## config.mk

```make
export PLATFORM = sky130hd
export DESIGN_NAME = readout_top
export DESIGN_NICKNAME = d
export VERILOG_FILES = /design/src/verilog/readout_pkg.sv /design/src/verilog/readout_regs.sv /design/src/verilog/rx_channel.sv /design/src/verilog/trigger_unit.sv /design/src/verilog/rr_arbiter.sv /design/src/verilog/out_fifo.sv /design/src/verilog/readout_top.sv
export VERILOG_INCLUDE_DIRS = /design/src /design/src/verilog
export SDC_FILE = /design/constraint.sdc
export NUM_CORES = 1
export LEC_CHECK = 0
export BUFFER_PORTS_ARGS = -buffer_cell sky130_fd_sc_hd__buf_2
export CAP_MARGIN = 25
export CORE_UTILIZATION = 35
export DETAILED_ROUTE_END_ITERATION = 12
export GPL_TIMING_DRIVEN = 0
export SLEW_MARGIN = 20
export SYNTH_ARGS = -nofsm -noshare
export SYNTH_HDL_FRONTEND = slang
export SYNTH_SLANG_ARGS = --single-unit
```

## constraint.sdc

```tcl
create_clock -name bus_clk -period 9.59 [get_ports bus_clk]
set_input_delay 2.3975 -clock bus_clk [delete_from_list [all_inputs] [get_ports bus_clk]]
set_output_delay 2.3975 -clock bus_clk [all_outputs]
set_load 0.01 [all_outputs]
```

## src/verilog/readout_settings.svh

```systemverilog
`ifndef READOUT_SETTINGS_SVH
`define READOUT_SETTINGS_SVH

// Channel and word geometry
`define NUM_CHANNELS   8
`define RX_DATA_W      16         // Raw word from one receiver
`define WORD_W         32         // Readout word, bus read width

// Bus side
`define BUS_ADDR_W     8
`define BUS_WDATA_W    8

// Buffer depths, powers of two
`define RX_FIFO_DEPTH  4
`define OUT_FIFO_DEPTH 16

// Register map
`define ADDR_CH_ENABLE 8'h00      // Channel enable mask
`define ADDR_TRIG_CTRL 8'h01      // Bit 0 trigger enable
`define ADDR_STATUS    8'h02      // Count and overflow flags
`define ADDR_DATA      8'h10      // Output FIFO data port

`endif

```

## src/verilog/readout_pkg.sv

```systemverilog
`include "readout_settings.svh"

package readout_pkg;

    ////////////////////
    // Plain vectors
    ////////////////////
    typedef logic [`RX_DATA_W-1:0]                  rx_data_t;
    typedef logic [`WORD_W-1:0]                     word_t;
    typedef logic [`BUS_ADDR_W-1:0]                 bus_addr_t;
    typedef logic [`NUM_CHANNELS-1:0]               ch_mask_t;     // One bit per channel
    typedef logic [$clog2(`OUT_FIFO_DEPTH+1)-1:0]   fifo_count_t;  // 0 .. depth
    typedef logic [3:0]                             src_id_t;

    ////////////////////
    // Bundles
    ////////////////////

    // Bus master request, strobes last one cycle
    typedef struct packed {
        logic                      wr;
        logic                      rd;
        bus_addr_t                 addr;
        logic [`BUS_WDATA_W-1:0]   wdata;
    } bus_req_t;

    // What a source offers to the arbiter
    typedef struct packed {
        logic  avail;       // Head word valid
        word_t word;
    } src_word_t;

endpackage

```

## src/verilog/readout_regs.sv

```systemverilog
`timescale 1ns/1ps
`include "readout_settings.svh"

module readout_regs
    import readout_pkg::*;
(
    input  logic        bus_clk,
    input  logic        arst_n,
    input  bus_req_t    bus_req,
    output word_t       bus_rdata,
    output ch_mask_t    ch_enable,
    output logic        trig_enable,
    input  ch_mask_t    ch_overflow,
    input  word_t       out_word,
    input  fifo_count_t out_count,
    output logic        out_pop
);

    logic  fifo_has_data;
    logic  data_rd;
    word_t rd_mux;

    assign fifo_has_data = (out_count != '0);
    assign data_rd       = bus_req.rd && (bus_req.addr == `ADDR_DATA);

    // Pop together with the read, head is captured on the same edge
    assign out_pop = data_rd && fifo_has_data;

    ////////////////////
    // Write decode
    ////////////////////
    always_ff @(posedge bus_clk or negedge arst_n) begin
        if (!arst_n) begin
            ch_enable   <= '0;
            trig_enable <= 1'b0;
        end else if (bus_req.wr) begin
            case (bus_req.addr)
                `ADDR_CH_ENABLE: ch_enable   <= bus_req.wdata;
                `ADDR_TRIG_CTRL: trig_enable <= bus_req.wdata[0];
                default: ;                  // Writes elsewhere ignored
            endcase
        end
    end

    ////////////////////
    // Read mux
    ////////////////////
    always_comb begin
        case (bus_req.addr)
            `ADDR_CH_ENABLE: rd_mux = word_t'(ch_enable);
            `ADDR_TRIG_CTRL: rd_mux = word_t'(trig_enable);
            // Overflow flags in 15:8, occupancy in 4:0
            `ADDR_STATUS:    rd_mux = word_t'({ch_overflow, 3'b000, out_count});
            `ADDR_DATA:      rd_mux = fifo_has_data ? out_word : '0;  // Empty reads zero
            default:         rd_mux = '0;
        endcase
    end

    // Read data lands one cycle after rd and holds until the next read
    always_ff @(posedge bus_clk or negedge arst_n) begin
        if (!arst_n) begin
            bus_rdata <= '0;
        end else if (bus_req.rd) begin
            bus_rdata <= rd_mux;
        end
    end

    // A bus pop must take a word out, buffer never grows across it
    a_pop_drains: assert property (
        @(posedge bus_clk) disable iff (!arst_n) out_pop |=> out_count <= $past(out_count)
    );

endmodule

```

## src/verilog/rx_channel.sv

```systemverilog
`timescale 1ns/1ps
`include "readout_settings.svh"

module rx_channel
    import readout_pkg::*;
#(
    parameter int CHANNEL_ID = 0
) (
    input  logic      bus_clk,
    input  logic      arst_n,
    input  logic      enable,
    input  logic      rx_valid,
    input  rx_data_t  rx_data,
    input  logic      grant,
    output src_word_t src,
    output logic      overflow
);

    localparam int DEPTH = `RX_FIFO_DEPTH;
    localparam int PTR_W = $clog2(DEPTH);
    localparam int CNT_W = $clog2(DEPTH + 1);
    localparam src_id_t SRC_ID = src_id_t'(CHANNEL_ID + 1);   // Id 0 is left to the trigger

    rx_data_t         mem [DEPTH];
    logic [PTR_W-1:0] wr_ptr;
    logic [PTR_W-1:0] rd_ptr;
    logic [CNT_W-1:0] count;
    logic             arrive;
    logic             full;
    logic             push;

    assign arrive = enable && rx_valid;
    assign full   = (count == CNT_W'(DEPTH));
    assign push   = arrive && !full;          // Full means the word is lost

    ////////////////////
    // Channel FIFO
    ////////////////////
    always_ff @(posedge bus_clk or negedge arst_n) begin
        if (!arst_n) begin
            wr_ptr   <= '0;
            rd_ptr   <= '0;
            count    <= '0;
            overflow <= 1'b0;
        end else begin
            if (push)
                wr_ptr <= wr_ptr + 1'b1;
            if (grant)
                rd_ptr <= rd_ptr + 1'b1;       // Grant pops the head
            if (push && !grant)
                count <= count + 1'b1;
            else if (!push && grant)
                count <= count - 1'b1;
            if (arrive && full)
                overflow <= 1'b1;              // Sticky until reset
        end
    end

    always_ff @(posedge bus_clk) begin
        if (push)
            mem[wr_ptr] <= rx_data;
    end

    // Head word falls through, tagged with the channel id
    assign src.avail = (count != '0);
    assign src.word  = word_t'({SRC_ID, 8'h00, mem[rd_ptr]});

    // Arbiter must only pick this channel while it has a word
    a_grant_avail: assert property (
        @(posedge bus_clk) disable iff (!arst_n) grant |-> src.avail
    );

endmodule

```

## src/verilog/trigger_unit.sv

```systemverilog
`timescale 1ns/1ps
`include "readout_settings.svh"

module trigger_unit
    import readout_pkg::*;
(
    input  logic      bus_clk,
    input  logic      arst_n,
    input  logic      enable,
    input  logic      trigger_in,
    input  logic      veto,
    input  logic      grant,
    output src_word_t src,
    output logic      busy
);

    logic                trig_q;        // Previous trigger level
    logic                rise;
    logic                accept;
    logic                pending;       // One trigger word waiting
    logic [`WORD_W-2:0]  trig_cnt;      // Next trigger number
    logic [`WORD_W-2:0]  trig_num;      // Number of the waiting word

    ////////////////////
    // Edge detect and accept
    ////////////////////
    assign rise = trigger_in && !trig_q;

    // Refused edges leave counter and state alone
    assign accept = rise && enable && !pending && !veto;

    always_ff @(posedge bus_clk or negedge arst_n) begin
        if (!arst_n) begin
            trig_q   <= 1'b0;
            pending  <= 1'b0;
            trig_cnt <= 1;                 // First trigger is number one
        end else begin
            trig_q <= trigger_in;
            if (accept) begin
                pending  <= 1'b1;
                trig_cnt <= trig_cnt + 1'b1;
            end else if (grant) begin
                pending <= 1'b0;           // Word handed to the arbiter
            end
        end
    end

    // Snapshot of the counter for the waiting word
    always_ff @(posedge bus_clk) begin
        if (accept)
            trig_num <= trig_cnt;
    end

    ////////////////////
    // Outputs
    ////////////////////
    assign busy      = pending;            // High from accept until grant
    assign src.avail = pending;
    assign src.word  = {1'b1, trig_num};   // Bit 31 marks a trigger word

endmodule

```

## src/verilog/rr_arbiter.sv

```systemverilog
`timescale 1ns/1ps
`include "readout_settings.svh"

module rr_arbiter
    import readout_pkg::*;
(
    input  logic                         bus_clk,
    input  logic                         arst_n,
    input  src_word_t [`NUM_CHANNELS:0]  srcs,      // Index 0 trigger, k+1 channel k
    input  logic                         full,
    output logic [`NUM_CHANNELS:0]       grants,
    output logic                         wr,
    output word_t                        wr_word
);

    localparam int NUM_SRC = `NUM_CHANNELS + 1;
    localparam int IDX_W   = $clog2(NUM_SRC);

    logic [IDX_W-1:0] start_idx;   // Search origin, one past last grant
    logic [IDX_W-1:0] win_idx;
    logic             win_valid;
    logic             grant_any;

    ////////////////////
    // Round-robin search
    ////////////////////
    always_comb begin
        int cand;
        win_valid = 1'b0;
        win_idx   = '0;
        for (int i = 0; i < NUM_SRC; i++) begin
            cand = (int'(start_idx) + i) % NUM_SRC;    // Upward with wrap
            if (!win_valid && srcs[cand].avail) begin
                win_valid = 1'b1;
                win_idx   = IDX_W'(cand);
            end
        end
    end

    assign grant_any = win_valid && !full;                 // Full output stalls everyone
    assign grants    = grant_any ? (NUM_SRC'(1) << win_idx) : '0;

    always_ff @(posedge bus_clk or negedge arst_n) begin
        if (!arst_n) begin
            start_idx <= '0;
            wr        <= 1'b0;
        end else begin
            wr <= grant_any;                               // Write one cycle after grant
            if (grant_any)
                start_idx <= (win_idx == IDX_W'(NUM_SRC - 1)) ? '0 : win_idx + 1'b1;
        end
    end

    // Winning word registered for the FIFO write
    always_ff @(posedge bus_clk) begin
        if (grant_any)
            wr_word <= srcs[win_idx].word;
    end

endmodule

```

## src/verilog/out_fifo.sv

```systemverilog
`timescale 1ns/1ps
`include "readout_settings.svh"

module out_fifo
    import readout_pkg::*;
(
    input  logic        bus_clk,
    input  logic        arst_n,
    input  logic        wr,
    input  word_t       wr_word,
    input  logic        pop,
    output word_t       head,
    output fifo_count_t count,
    output logic        full
);

    localparam int DEPTH = `OUT_FIFO_DEPTH;
    localparam int PTR_W = $clog2(DEPTH);

    word_t            mem [DEPTH];
    logic [PTR_W-1:0] wr_ptr;
    logic [PTR_W-1:0] rd_ptr;
    logic             push;
    logic             pull;

    assign push = wr && (count != fifo_count_t'(DEPTH));
    assign pull = pop && (count != '0);

    // Counts the write already in flight from the arbiter's last grant
    assign full = (count == fifo_count_t'(DEPTH)) ||
                  (wr && (count == fifo_count_t'(DEPTH - 1)));

    always_ff @(posedge bus_clk or negedge arst_n) begin
        if (!arst_n) begin
            wr_ptr <= '0;
            rd_ptr <= '0;
            count  <= '0;
        end else begin
            if (push)
                wr_ptr <= wr_ptr + 1'b1;
            if (pull)
                rd_ptr <= rd_ptr + 1'b1;
            if (push && !pull)
                count <= count + 1'b1;
            else if (!push && pull)
                count <= count - 1'b1;
        end
    end

    always_ff @(posedge bus_clk) begin
        if (push)
            mem[wr_ptr] <= wr_word;
    end

    assign head = mem[rd_ptr];      // Valid the cycle after the write

    // Grant gating upstream must keep writes off a full buffer
    a_no_wr_full: assert property (
        @(posedge bus_clk) disable iff (!arst_n) wr |-> count != fifo_count_t'(DEPTH)
    );

endmodule

```

## src/verilog/readout_top.sv

```systemverilog
`timescale 1ns/1ps
`include "readout_settings.svh"

module readout_top
    import readout_pkg::*;
(
    input  logic                           bus_clk,
    input  logic                           arst_n,
    input  bus_req_t                       bus_req,
    output word_t                          bus_rdata,
    input  ch_mask_t                       rx_valid,
    input  rx_data_t [`NUM_CHANNELS-1:0]   rx_data,
    input  logic                           trigger_in,
    output logic                           busy
);

    ch_mask_t                      ch_enable;
    ch_mask_t                      ch_overflow;
    logic                          trig_enable;
    word_t                         out_word;
    fifo_count_t                   out_count;
    logic                          out_pop;
    logic                          out_full;
    src_word_t [`NUM_CHANNELS:0]   srcs;        // Slot 0 trigger, then channels
    logic [`NUM_CHANNELS:0]        grants;
    logic                          fifo_wr;
    word_t                         fifo_wr_word;

    readout_regs i_regs (
        .bus_clk     (bus_clk),
        .arst_n      (arst_n),
        .bus_req     (bus_req),
        .bus_rdata   (bus_rdata),
        .ch_enable   (ch_enable),
        .trig_enable (trig_enable),
        .ch_overflow (ch_overflow),
        .out_word    (out_word),
        .out_count   (out_count),
        .out_pop     (out_pop)
    );

    ////////////////////
    // Receiver channels
    ////////////////////
    for (genvar k = 0; k < `NUM_CHANNELS; k++) begin : g_ch
        rx_channel #(
            .CHANNEL_ID (k)
        ) i_rx (
            .bus_clk  (bus_clk),
            .arst_n   (arst_n),
            .enable   (ch_enable[k]),
            .rx_valid (rx_valid[k]),
            .rx_data  (rx_data[k]),
            .grant    (grants[k+1]),
            .src      (srcs[k+1]),
            .overflow (ch_overflow[k])
        );
    end

    trigger_unit i_trig (
        .bus_clk    (bus_clk),
        .arst_n     (arst_n),
        .enable     (trig_enable),
        .trigger_in (trigger_in),
        .veto       (out_full),        // No triggers while output buffer full
        .grant      (grants[0]),
        .src        (srcs[0]),
        .busy       (busy)
    );

    rr_arbiter i_arb (
        .bus_clk (bus_clk),
        .arst_n  (arst_n),
        .srcs    (srcs),
        .full    (out_full),
        .grants  (grants),
        .wr      (fifo_wr),
        .wr_word (fifo_wr_word)
    );

    out_fifo i_out_fifo (
        .bus_clk (bus_clk),
        .arst_n  (arst_n),
        .wr      (fifo_wr),
        .wr_word (fifo_wr_word),
        .pop     (out_pop),
        .head    (out_word),
        .count   (out_count),
        .full    (out_full)
    );

endmodule

```

==> metrics.md, run 1 <==
| Metric | Value |
|---|---|
| Top cell by count, worst path | ha_1 |
| DP HPWL | 102.9 mm |
| Top-count cell post-synth | edfxtp_1 |
| Post-synthesis sequential area ratio | 0.6742 |
| Longest Clk Path Bufs | 3 |
| RSZ-0062 raised after global routing | no |
| Die Y-Extent | 395.5 um |
| Pint | 14330 uW |
| Max cap viols | 0 |
| Post-Syn Area | 54200 um^2 |
| Final min period | 9.233 ns |
| Compound-Gate Fraction of Synth Area | 0.06034 |
| Fmax | 0.1083 GHz |
| Die Area | 156400 um^2 |
| Switching portion of total power | 0.4075 |
| Register area | 36550 um^2 |
| Reg2reg path depth | 29 |
| Residual DRC | 0 |
| Crit Path Class | reg -> reg |
| Leading area contributor after synthesis | edfxtp_1 |
| Critical Path RT | 10.22 ns |
| Crit path launch | i_arb.start_idx[0]$_DFFE_PN0P_ |
| Register bit total from synthesis | 1243 |
| Initial antenna violation count | 42 |
| FF-to-FF Start | i_arb.start_idx[0]$_DFFE_PN0P_ |
| Worst reg2reg endpoint | g_ch[6].i_rx.count[1]$_DFFE_PN0P_ |
| Clock power share | 0.211 |
| Bufs and invs on worst path | 12 |
| # fillers | 13830 |
| Final WL | 145.4 mm |
| Starting density of the core | 0.3523 |
| Share of cells above drive strength 1 | 0.2532 |
| Switch Pwr | 9852 uW |
| Min-delay worst type | reg -> reg |
| Syn Nets | 3426 |
| Max incr delay on CP | 0.67 ns |
| Multi-input gate area | 16880 um^2 |
| Data arrival, critical path | 9.86 ns |
| Num CTS Buffers | 133 |
| Root buf cell | clkbuf_16 |
| Largest cells by area after synthesis | edfxtp_1, mux4_2, dfrtp_1, ha_1, mux2i_1 |
| Total gr overflow | 0 |
| Via count of the routed design | 30460 |
| Worst slack at placement | -2.065 ns |
| Clock-pin transition on the worst setup and hold timing paths | 0.06 ns |
| Crit path to | g_ch[6].i_rx.count[1]$_DFFE_PN0P_ |
| P&R area growth vs syn | 16.63% |
| Drt first pass iters | 6 |
| Crit-path max FO | 20 |
| Comb pwr share | 0.474 |
| TNS Setup | 0 ns |
| IO buf count | 188 |
| CTS tree | done |
| TritonCTS Sinks | 1243 |
| Slew @ Worst Pin | 1.030 ns |
| Rows | 144 |
| Core region area | 153900 um^2 |
| Mapped Cells | 3154 |
| Mapped Avg Cell Area | 17.19 um^2 |
| Non-Filler Instances | 5697 |
| Final Cycle Share | 0.9628 |
| Final instance area | 63220 um^2 |
| Nets | 3812 |
| Post-synth EDFFs | 1087 |
| P_leak | 0.02159 uW |
| Yosys top cell area share | 0.6022 |
| Yosys warnings | 0 |
| Stages on worst setup path | 29 |
| VDD IR-drop max | 0.0003239 V |
| Post-synth top cells | edfxtp_1, mux4_2, dfrtp_1 |
| Family with the most delay on the worst path | buffers and inverters |
| Synth cell types | 109 |
| Sequential share of power | 0.315 |
| Worst Clk Skew | 0.05059 ns |
| Post-layout worst setup margin | 0.3565 ns |
| Io pins | 190 |
| Rel. slew slack | 0.3131 |
| Asr flop ratio synth | 0.1255 |
| Clk Latency, worst-skew pair | 0.79 ns |
| Largest net degree at the start of global routing | 69 |
| H-tree levels | 4 |
| XOR/XNOR Fraction of Synth Area | 0.01948 |
| Cells after DPL | 5439 |
| First-pass GRT wire length | 212.0 mm |
| R2R setup slack | 0.36 ns |
| Status | complete, no violations |
| Main synth FF type | edfxtp_1 |
| Number of global-route vias before repair | 30360 |
| Final hold vios | 0 |
| Max stage delay cell, worst path | clkbuf_1 |
| Main combinational cell family by area after synthesis | multiplexers |
| Setup violators final | 0 |
| Routability cong. | 0.9164 |
| Tot GR Track Use | 0.1853 |
| Slew Limit Fails | 0 |
| Critical path capture point type | flop |
| Area after DPL | 58590 um^2 |
| Vias per cell | 5.346 |
| Critical path launch point type | flop |
| WL per Instance | 25.52 um |
| CTS Hold Bufs | 0 |
| Synth Area in Simple Gates | 0.05046 |
| PD cells | 382.4 nW/um^2 |
| Post-synthesis mux area share | 0.1482 |
| Post-synthesis adder-cell area fraction | 0.02779 |
| Post-route ant nets | 0 |
| Die width | 395.5 um |
| 1st-iter DRT viols | 2712 |
-- placed cells by master (no fill, tap or decap), drive strengths merged, types with 9 or more instances in the layout --
master / instances
fa: 9
buf: 317
o31ai: 11
a21o: 12
a22oi: 14
mux4: 281
and2: 54
clkbuf: 276
a221oi: 10
o21ai: 53
nand3: 56
o22ai: 32
inv: 101
o211ai: 17
ha: 106
nor2: 142
and3: 17
a22o: 18
mux2i: 81
xor2: 29
dfrtp: 155
a211oi: 15
a41o: 10
nor4: 9
mux2: 75
nand3b: 9
nand2b: 23
nand2: 115
a31oi: 17
edfxtp: 1087
nand4: 15
a21oi: 102
o32ai: 10
clkinv: 45
nor2b: 10
nor3: 41
or3: 14
a221o: 18
xnor2: 89
-- flip-flops by register name, summed over array words and instances (netlist names), 8 cells and up --
name and cells:
g_ch.i_rx.mem 512, i_out_fifo.mem 512, i_arb.wr_word 32, i_regs.bus_rdata 32, i_trig.trig_cnt 31, i_trig.trig_num 31, g_ch.i_rx.count 24, g_ch.i_rx.rd_ptr 16
g_ch.i_rx.wr_ptr 16, g_ch.i_rx.overflow 8, i_regs.ch_enable 8
-- cell families (layout without fill, tap and decap cells) --
family | count (synthesis) | in the layout
AOI/OAI and AO/OA | 448 | 448
xor gates and xnor gates | 118 | 118
adders and majority gates | 115 | 115
buffers and inverters | 254 | 749
DFF | 1243 | 1243
muxes | 437 | 437
other | 0 | 4
and+or+nand+nor | 539 | 539
-- worst min path at each step --
stage / from / endpoint / slack [ns] / cells after the start
after global routing: i_trig.trig_cnt[30]$_DFFE_PN0P_ / i_trig.trig_num[30]$_DFFE_PP_ / 0.46 / 0
final: i_trig.trig_cnt[30]$_DFFE_PN0P_ / i_trig.trig_num[30]$_DFFE_PP_ / 0.46 / 0
after detailed placement: g_ch[4].i_rx.overflow$_DFFE_PN0P_ / g_ch[4].i_rx.overflow$_DFFE_PN0P_ / 0.46 / 1
after CTS: i_trig.trig_cnt[30]$_DFFE_PN0P_ / i_trig.trig_num[30]$_DFFE_PP_ / 0.46 / 0
after global placement: g_ch[4].i_rx.overflow$_DFFE_PN0P_ / g_ch[4].i_rx.overflow$_DFFE_PN0P_ / 0.45 / 1
after floorplan: g_ch[0].i_rx.overflow$_DFFE_PN0P_ / g_ch[0].i_rx.overflow$_DFFE_PN0P_ / 0.44 / 1
-- cell type report --
type                            instances  area share
Clock buffer                          181     0.05696
Tap cell                             2044     0.04045
Inverter                               93    0.005541
Antenna cell                            4   0.0001583
Sequential cell                      1243      0.5782
Clock inverter                         63     0.01199
Timing Repair Buffer                  252     0.02808
Multi-Input combinational cell       1657      0.2670
Buffer                                160     0.01162
-- stage by stage --
step,utilization,hold slack [ns],total power (uW)
finish,0.4109,0.4582,24180
global placement,0.3750,0.4487,18630
floorplan,-,0.4369,14770
CTS,0.4096,0.4577,24070
detailed placement,0.3808,0.4581,18890
global route,0.4108,0.4623,25250
-- per-layer routing --
layer,routed length [um],vias up,track usage
li1,-,13420,-
met1,60410,15700,0.2438
met2,70140,1010,0.3003
met3,9555,274,0.04482
met4,4947,52,0.06136
met5,363,-,0
-- worst register-to-register path, delay by kind of cell, from the launching register on --
family / cells / cell delay [ns]
compound gates: 5 / 1.45
mux: 2 / 0.61
fa+ha+maj: 5 / 1.46
simple gates: 5 / 1.36
flops: 1 / 0.57
buf+inv: 12 / 3.62
-- what timing repair did --
item	CTS	global route
gates cloned	0	0
setup endpoints to repair	100	17
hold endpoints to repair	0	0
pin swaps	1	2
gates resized for setup	21	29
setup buffers	2	4
-- power by group through the flow --
stage | Combinational [uW] | Clock, uW | Sequential (uW)
after floorplan | 7250 | 0 | 7520
after global placement | 10900 | 0 | 7730
after detailed placement | 11200 | 0 | 7720
after CTS | 11300 | 5200 | 7620
after global routing | 12100 | 5410 | 7710
final | 11500 | 5090 | 7620
(Power assumes the default switching activity.)
==> run 2, diff against run 1 <==
clock period = 8 ns   (was 9.59 ns; I/O delays follow)
==> metrics.md, run 2 (same netlist as run 1, synthesis figures left out) <==
| Metric | Value |
|---|---|
| P_leak | 0.02189 uW (+1.4%) |
| Drt first pass iters | 7 (+1) |
| Initial antenna violation count | 37 (-12%) |
| Share of cells above drive strength 1 | 0.2777 (+0.02447) |
| Die Area | 156400 um^2 (unchanged) |
| Critical Path RT | 8.65 ns (-1.57 ns) |
| Commonest non-fill, non-tap cell in the layout | edfxtp_1 |
| Total gr overflow | 0 (unchanged) |
| TNS Setup | 0 ns (unchanged) |
| Sequential share of power | 0.301 (-0.014) |
| Min-delay worst type | reg -> reg |
| Routability cong. | 0.9273 (+1.2%) |
| H-tree levels | 4 (unchanged) |
| VDD IR-drop max | 0.0004673 V (+44%) |
| Non-Filler Instances | 5733 (+0.63%) |
| Hold Startpoint | g_ch[6].i_rx.overflow$_DFFE_PN0P_ |
| Nets | 3846 (+0.89%) |
| Final instance area | 64170 um^2 (+1.5%) |
| Die Y-Extent | 395.5 um (unchanged) |
| Data arrival, critical path | 8.43 ns (-1.43 ns) |
| 1st-iter DRT viols | 2890 (+6.6%) |
| Reg2reg path depth | 27 (-6.9%) |
| Crit Path Class | reg -> reg |
| Core region area | 153900 um^2 (unchanged) |
| Vias per cell | 5.372 (+0.49%) |
| Post-route ant nets | 0 (unchanged) |
| Final Cycle Share | 0.9725 (+0.009666) |
| FF-to-FF Start | i_arb.start_idx[1]$_DFFE_PN0P_ |
| Num CTS Buffers | 133 (unchanged) |
| Hold path depth | 1 (+1) |
| Worst reg2reg endpoint | g_ch[2].i_rx.count[1]$_DFFE_PN0P_ |
| Die width | 395.5 um (unchanged) |
| Longest Clk Path Bufs | 3 (unchanged) |
| DP HPWL | 102.8 mm (-0.13%) |
| Comb pwr share | 0.498 (+0.024) |
| Final WL | 146.0 mm (+0.37%) |
| PD cells | 471.8 nW/um^2 (+23%) |
| Critical path launch point type | flop |
| Clock power share | 0.201 (-0.010) |
| Worst slack at placement | -3.270 ns (-1.205 ns) |
| Post-layout worst setup margin | 0.2201 ns (-0.1364 ns) |
| Cells after DPL | 5442 (+0.055%) |
| Final min period | 7.780 ns (-1.454 ns) |
| Final hold vios | 0 (unchanged) |
| IO buf count | 188 (unchanged) |
| Worst Clk Skew | 0.03618 ns (-0.01441 ns) |
| Residual DRC | 0 (unchanged) |
| Setup violators final | 0 (unchanged) |
| Switch Pwr | 12270 uW (+24%) |
| TritonCTS Sinks | 1243 (unchanged) |
| Clock-pin transition on the worst setup and hold timing paths | 0.06 ns (about the same) |
| Fmax | 0.1285 GHz (+19%) |
| Max cap viols | 0 (unchanged) |
| P&R area growth vs syn | 18.38% |
| R2R setup slack | 0.22 ns (-0.14 ns) |
| Pint | 18010 uW (+26%) |
| Via count of the routed design | 30800 (+1.1%) |
| Hold worst-path end | g_ch[6].i_rx.overflow$_DFFE_PN0P_ |
| Rows | 144 (unchanged) |
| CTS tree | done |
| Critical path capture point type | flop |
| Area after DPL | 58760 um^2 (+0.29%) |
| Status | complete, no violations |
| Switching portion of total power | 0.4052 (-0.002329) |
| First-pass GRT wire length | 212.9 mm (+0.44%) |
| Tot GR Track Use | 0.1857 (+0.0003534) |
| Io pins | 190 (unchanged) |
| Slew @ Worst Pin | 1.098 ns (+0.06790 ns) |
| Largest regs | g_ch.i_rx.mem: 512 flops, i_out_fifo.mem: 512 flops |
| Largest net degree at the start of global routing | 79 (+14%) |
| Root buf cell | clkbuf_16 |
| WL per Instance | 25.46 um (-0.26%) |
| Clk Latency, worst-skew pair | 0.78 ns (about the same) |
| Crit-path max FO | 16 (-20%) |
| Number of global-route vias before repair | 30800 (+1.4%) |
| CTS Hold Bufs | 0 (unchanged) |
| Most frequent cells in the layout | edfxtp_1, mux4_2, buf_2 |
| Slew Limit Fails | 0 (unchanged) |
| Starting density of the core | 0.3523 (unchanged) |
| Rel. slew slack | 0.2563 (-0.05684) |
==> run 2: cell types whose count changed in the layout (fill, tap and decap cells not counted), sizes merged <==
cell | previous run | this run
buf | 317 | 353
clkbuf | 276 | 283
diode | 4 | 5
clkinv | 45 | 38
bufinv | 8 | 9
inv | 101 | 96
clkinvlp | 2 | 5
==> run 2: worst max path at each step <==
stage                                        start                                 to  slack [ns]  cells after the start
finish              i_arb.start_idx[1]$_DFFE_PN0P_  g_ch[2].i_rx.count[1]$_DFFE_PN0P_        0.22                     27
global route        i_arb.start_idx[2]$_DFFE_PN0P_  g_ch[2].i_rx.count[1]$_DFFE_PN0P_       -0.01                     32
CTS                 i_arb.start_idx[0]$_DFFE_PN0P_  g_ch[7].i_rx.count[2]$_DFFE_PN0P_       0.005                     34
detailed placement  i_arb.start_idx[0]$_DFFE_PN0P_  g_ch[7].i_rx.count[1]$_DFFE_PN0P_       -3.27                     33
global placement    i_arb.start_idx[0]$_DFFE_PN0P_  g_ch[7].i_rx.count[2]$_DFFE_PN0P_       -4.02                     32
floorplan           i_arb.start_idx[0]$_DFFE_PN0P_  g_ch[7].i_rx.count[2]$_DFFE_PN0P_       0.004                     38
==> run 2: timing repair <==
item | CTS | global route
pin swaps | 10 | 17
gates resized for setup | 97 | 66
buffers inserted | 20 | 22
endpoints found under the setup margin | 110 | 27
==> run 2: per-stage QoR <==
stage,util,hold slack [ns],total power [uW]
after floorplan,-,0.4369,17710
after global placement,0.3750,0.4471,22320
after detailed placement,0.3819,0.4592,22690
after CTS,0.4137,0.4716,29630
after global routing,0.4170,0.4932,31520
final,0.4170,0.4648,30270
==> run 2: area by class of cell <==
type                       count  area (um^2)
fill                       13810        89700
sequential                  1243        36560
multi-input combinational   1657        17340
clock buffer                 190         3677
tap                         2044         2557
timing repair buffer         290         2196
buffer                       156        797.0
clock inverter                55        655.6
inverter                      93        371.6
antenna                        5        12.51
==> run 2: critical path: stages, from the launching register on <==
cell and delay [ns]:
dfrtp_4 0.60, clkbuf_4 0.27, inv_6 0.22, ha_1 0.22, a21boi_0 0.82, xnor2_1 0.37, nand3_1 0.15, ha_1 0.28
nand2b_1 0.15, nand2b_1 0.14, o221ai_1 0.34, a21boi_0 0.20, o22ai_1 0.56, and3_2 0.39, o311ai_2 0.13, a311oi_2 0.30
nor4_2 0.07, a211oi_2 0.33, buf_4 0.18, buf_6 0.16, buf_6 0.20, ha_4 0.20, ha_2 0.23, nand2_2 0.14
ha_1 0.24, inv_1 0.07, fa_1 0.40, mux2_2 0.27
==> run 2: power by group through the flow <==
stage	Sequential (uW)	Combinational (uW)	Clock, uW
2_1_floorplan	9010	8700	0
3_3_place_gp	9270	13100	0
3_5_place_dp	9260	13400	0
4_1_cts	9110	14300	6210
5_1_grt	9220	15900	6440
6_report	9110	15100	6080
==> run 2: per-layer routing <==
layer | vias up | track usage | wire [um]
li1 | 13510 | - | -
met3 | 297 | 0.03913 | 9280
met2 | 1014 | 0.3032 | 70840
met5 | - | 0 | 259
met1 | 15940 | 0.2428 | 60180
met4 | 40 | 0.06957 | 5393
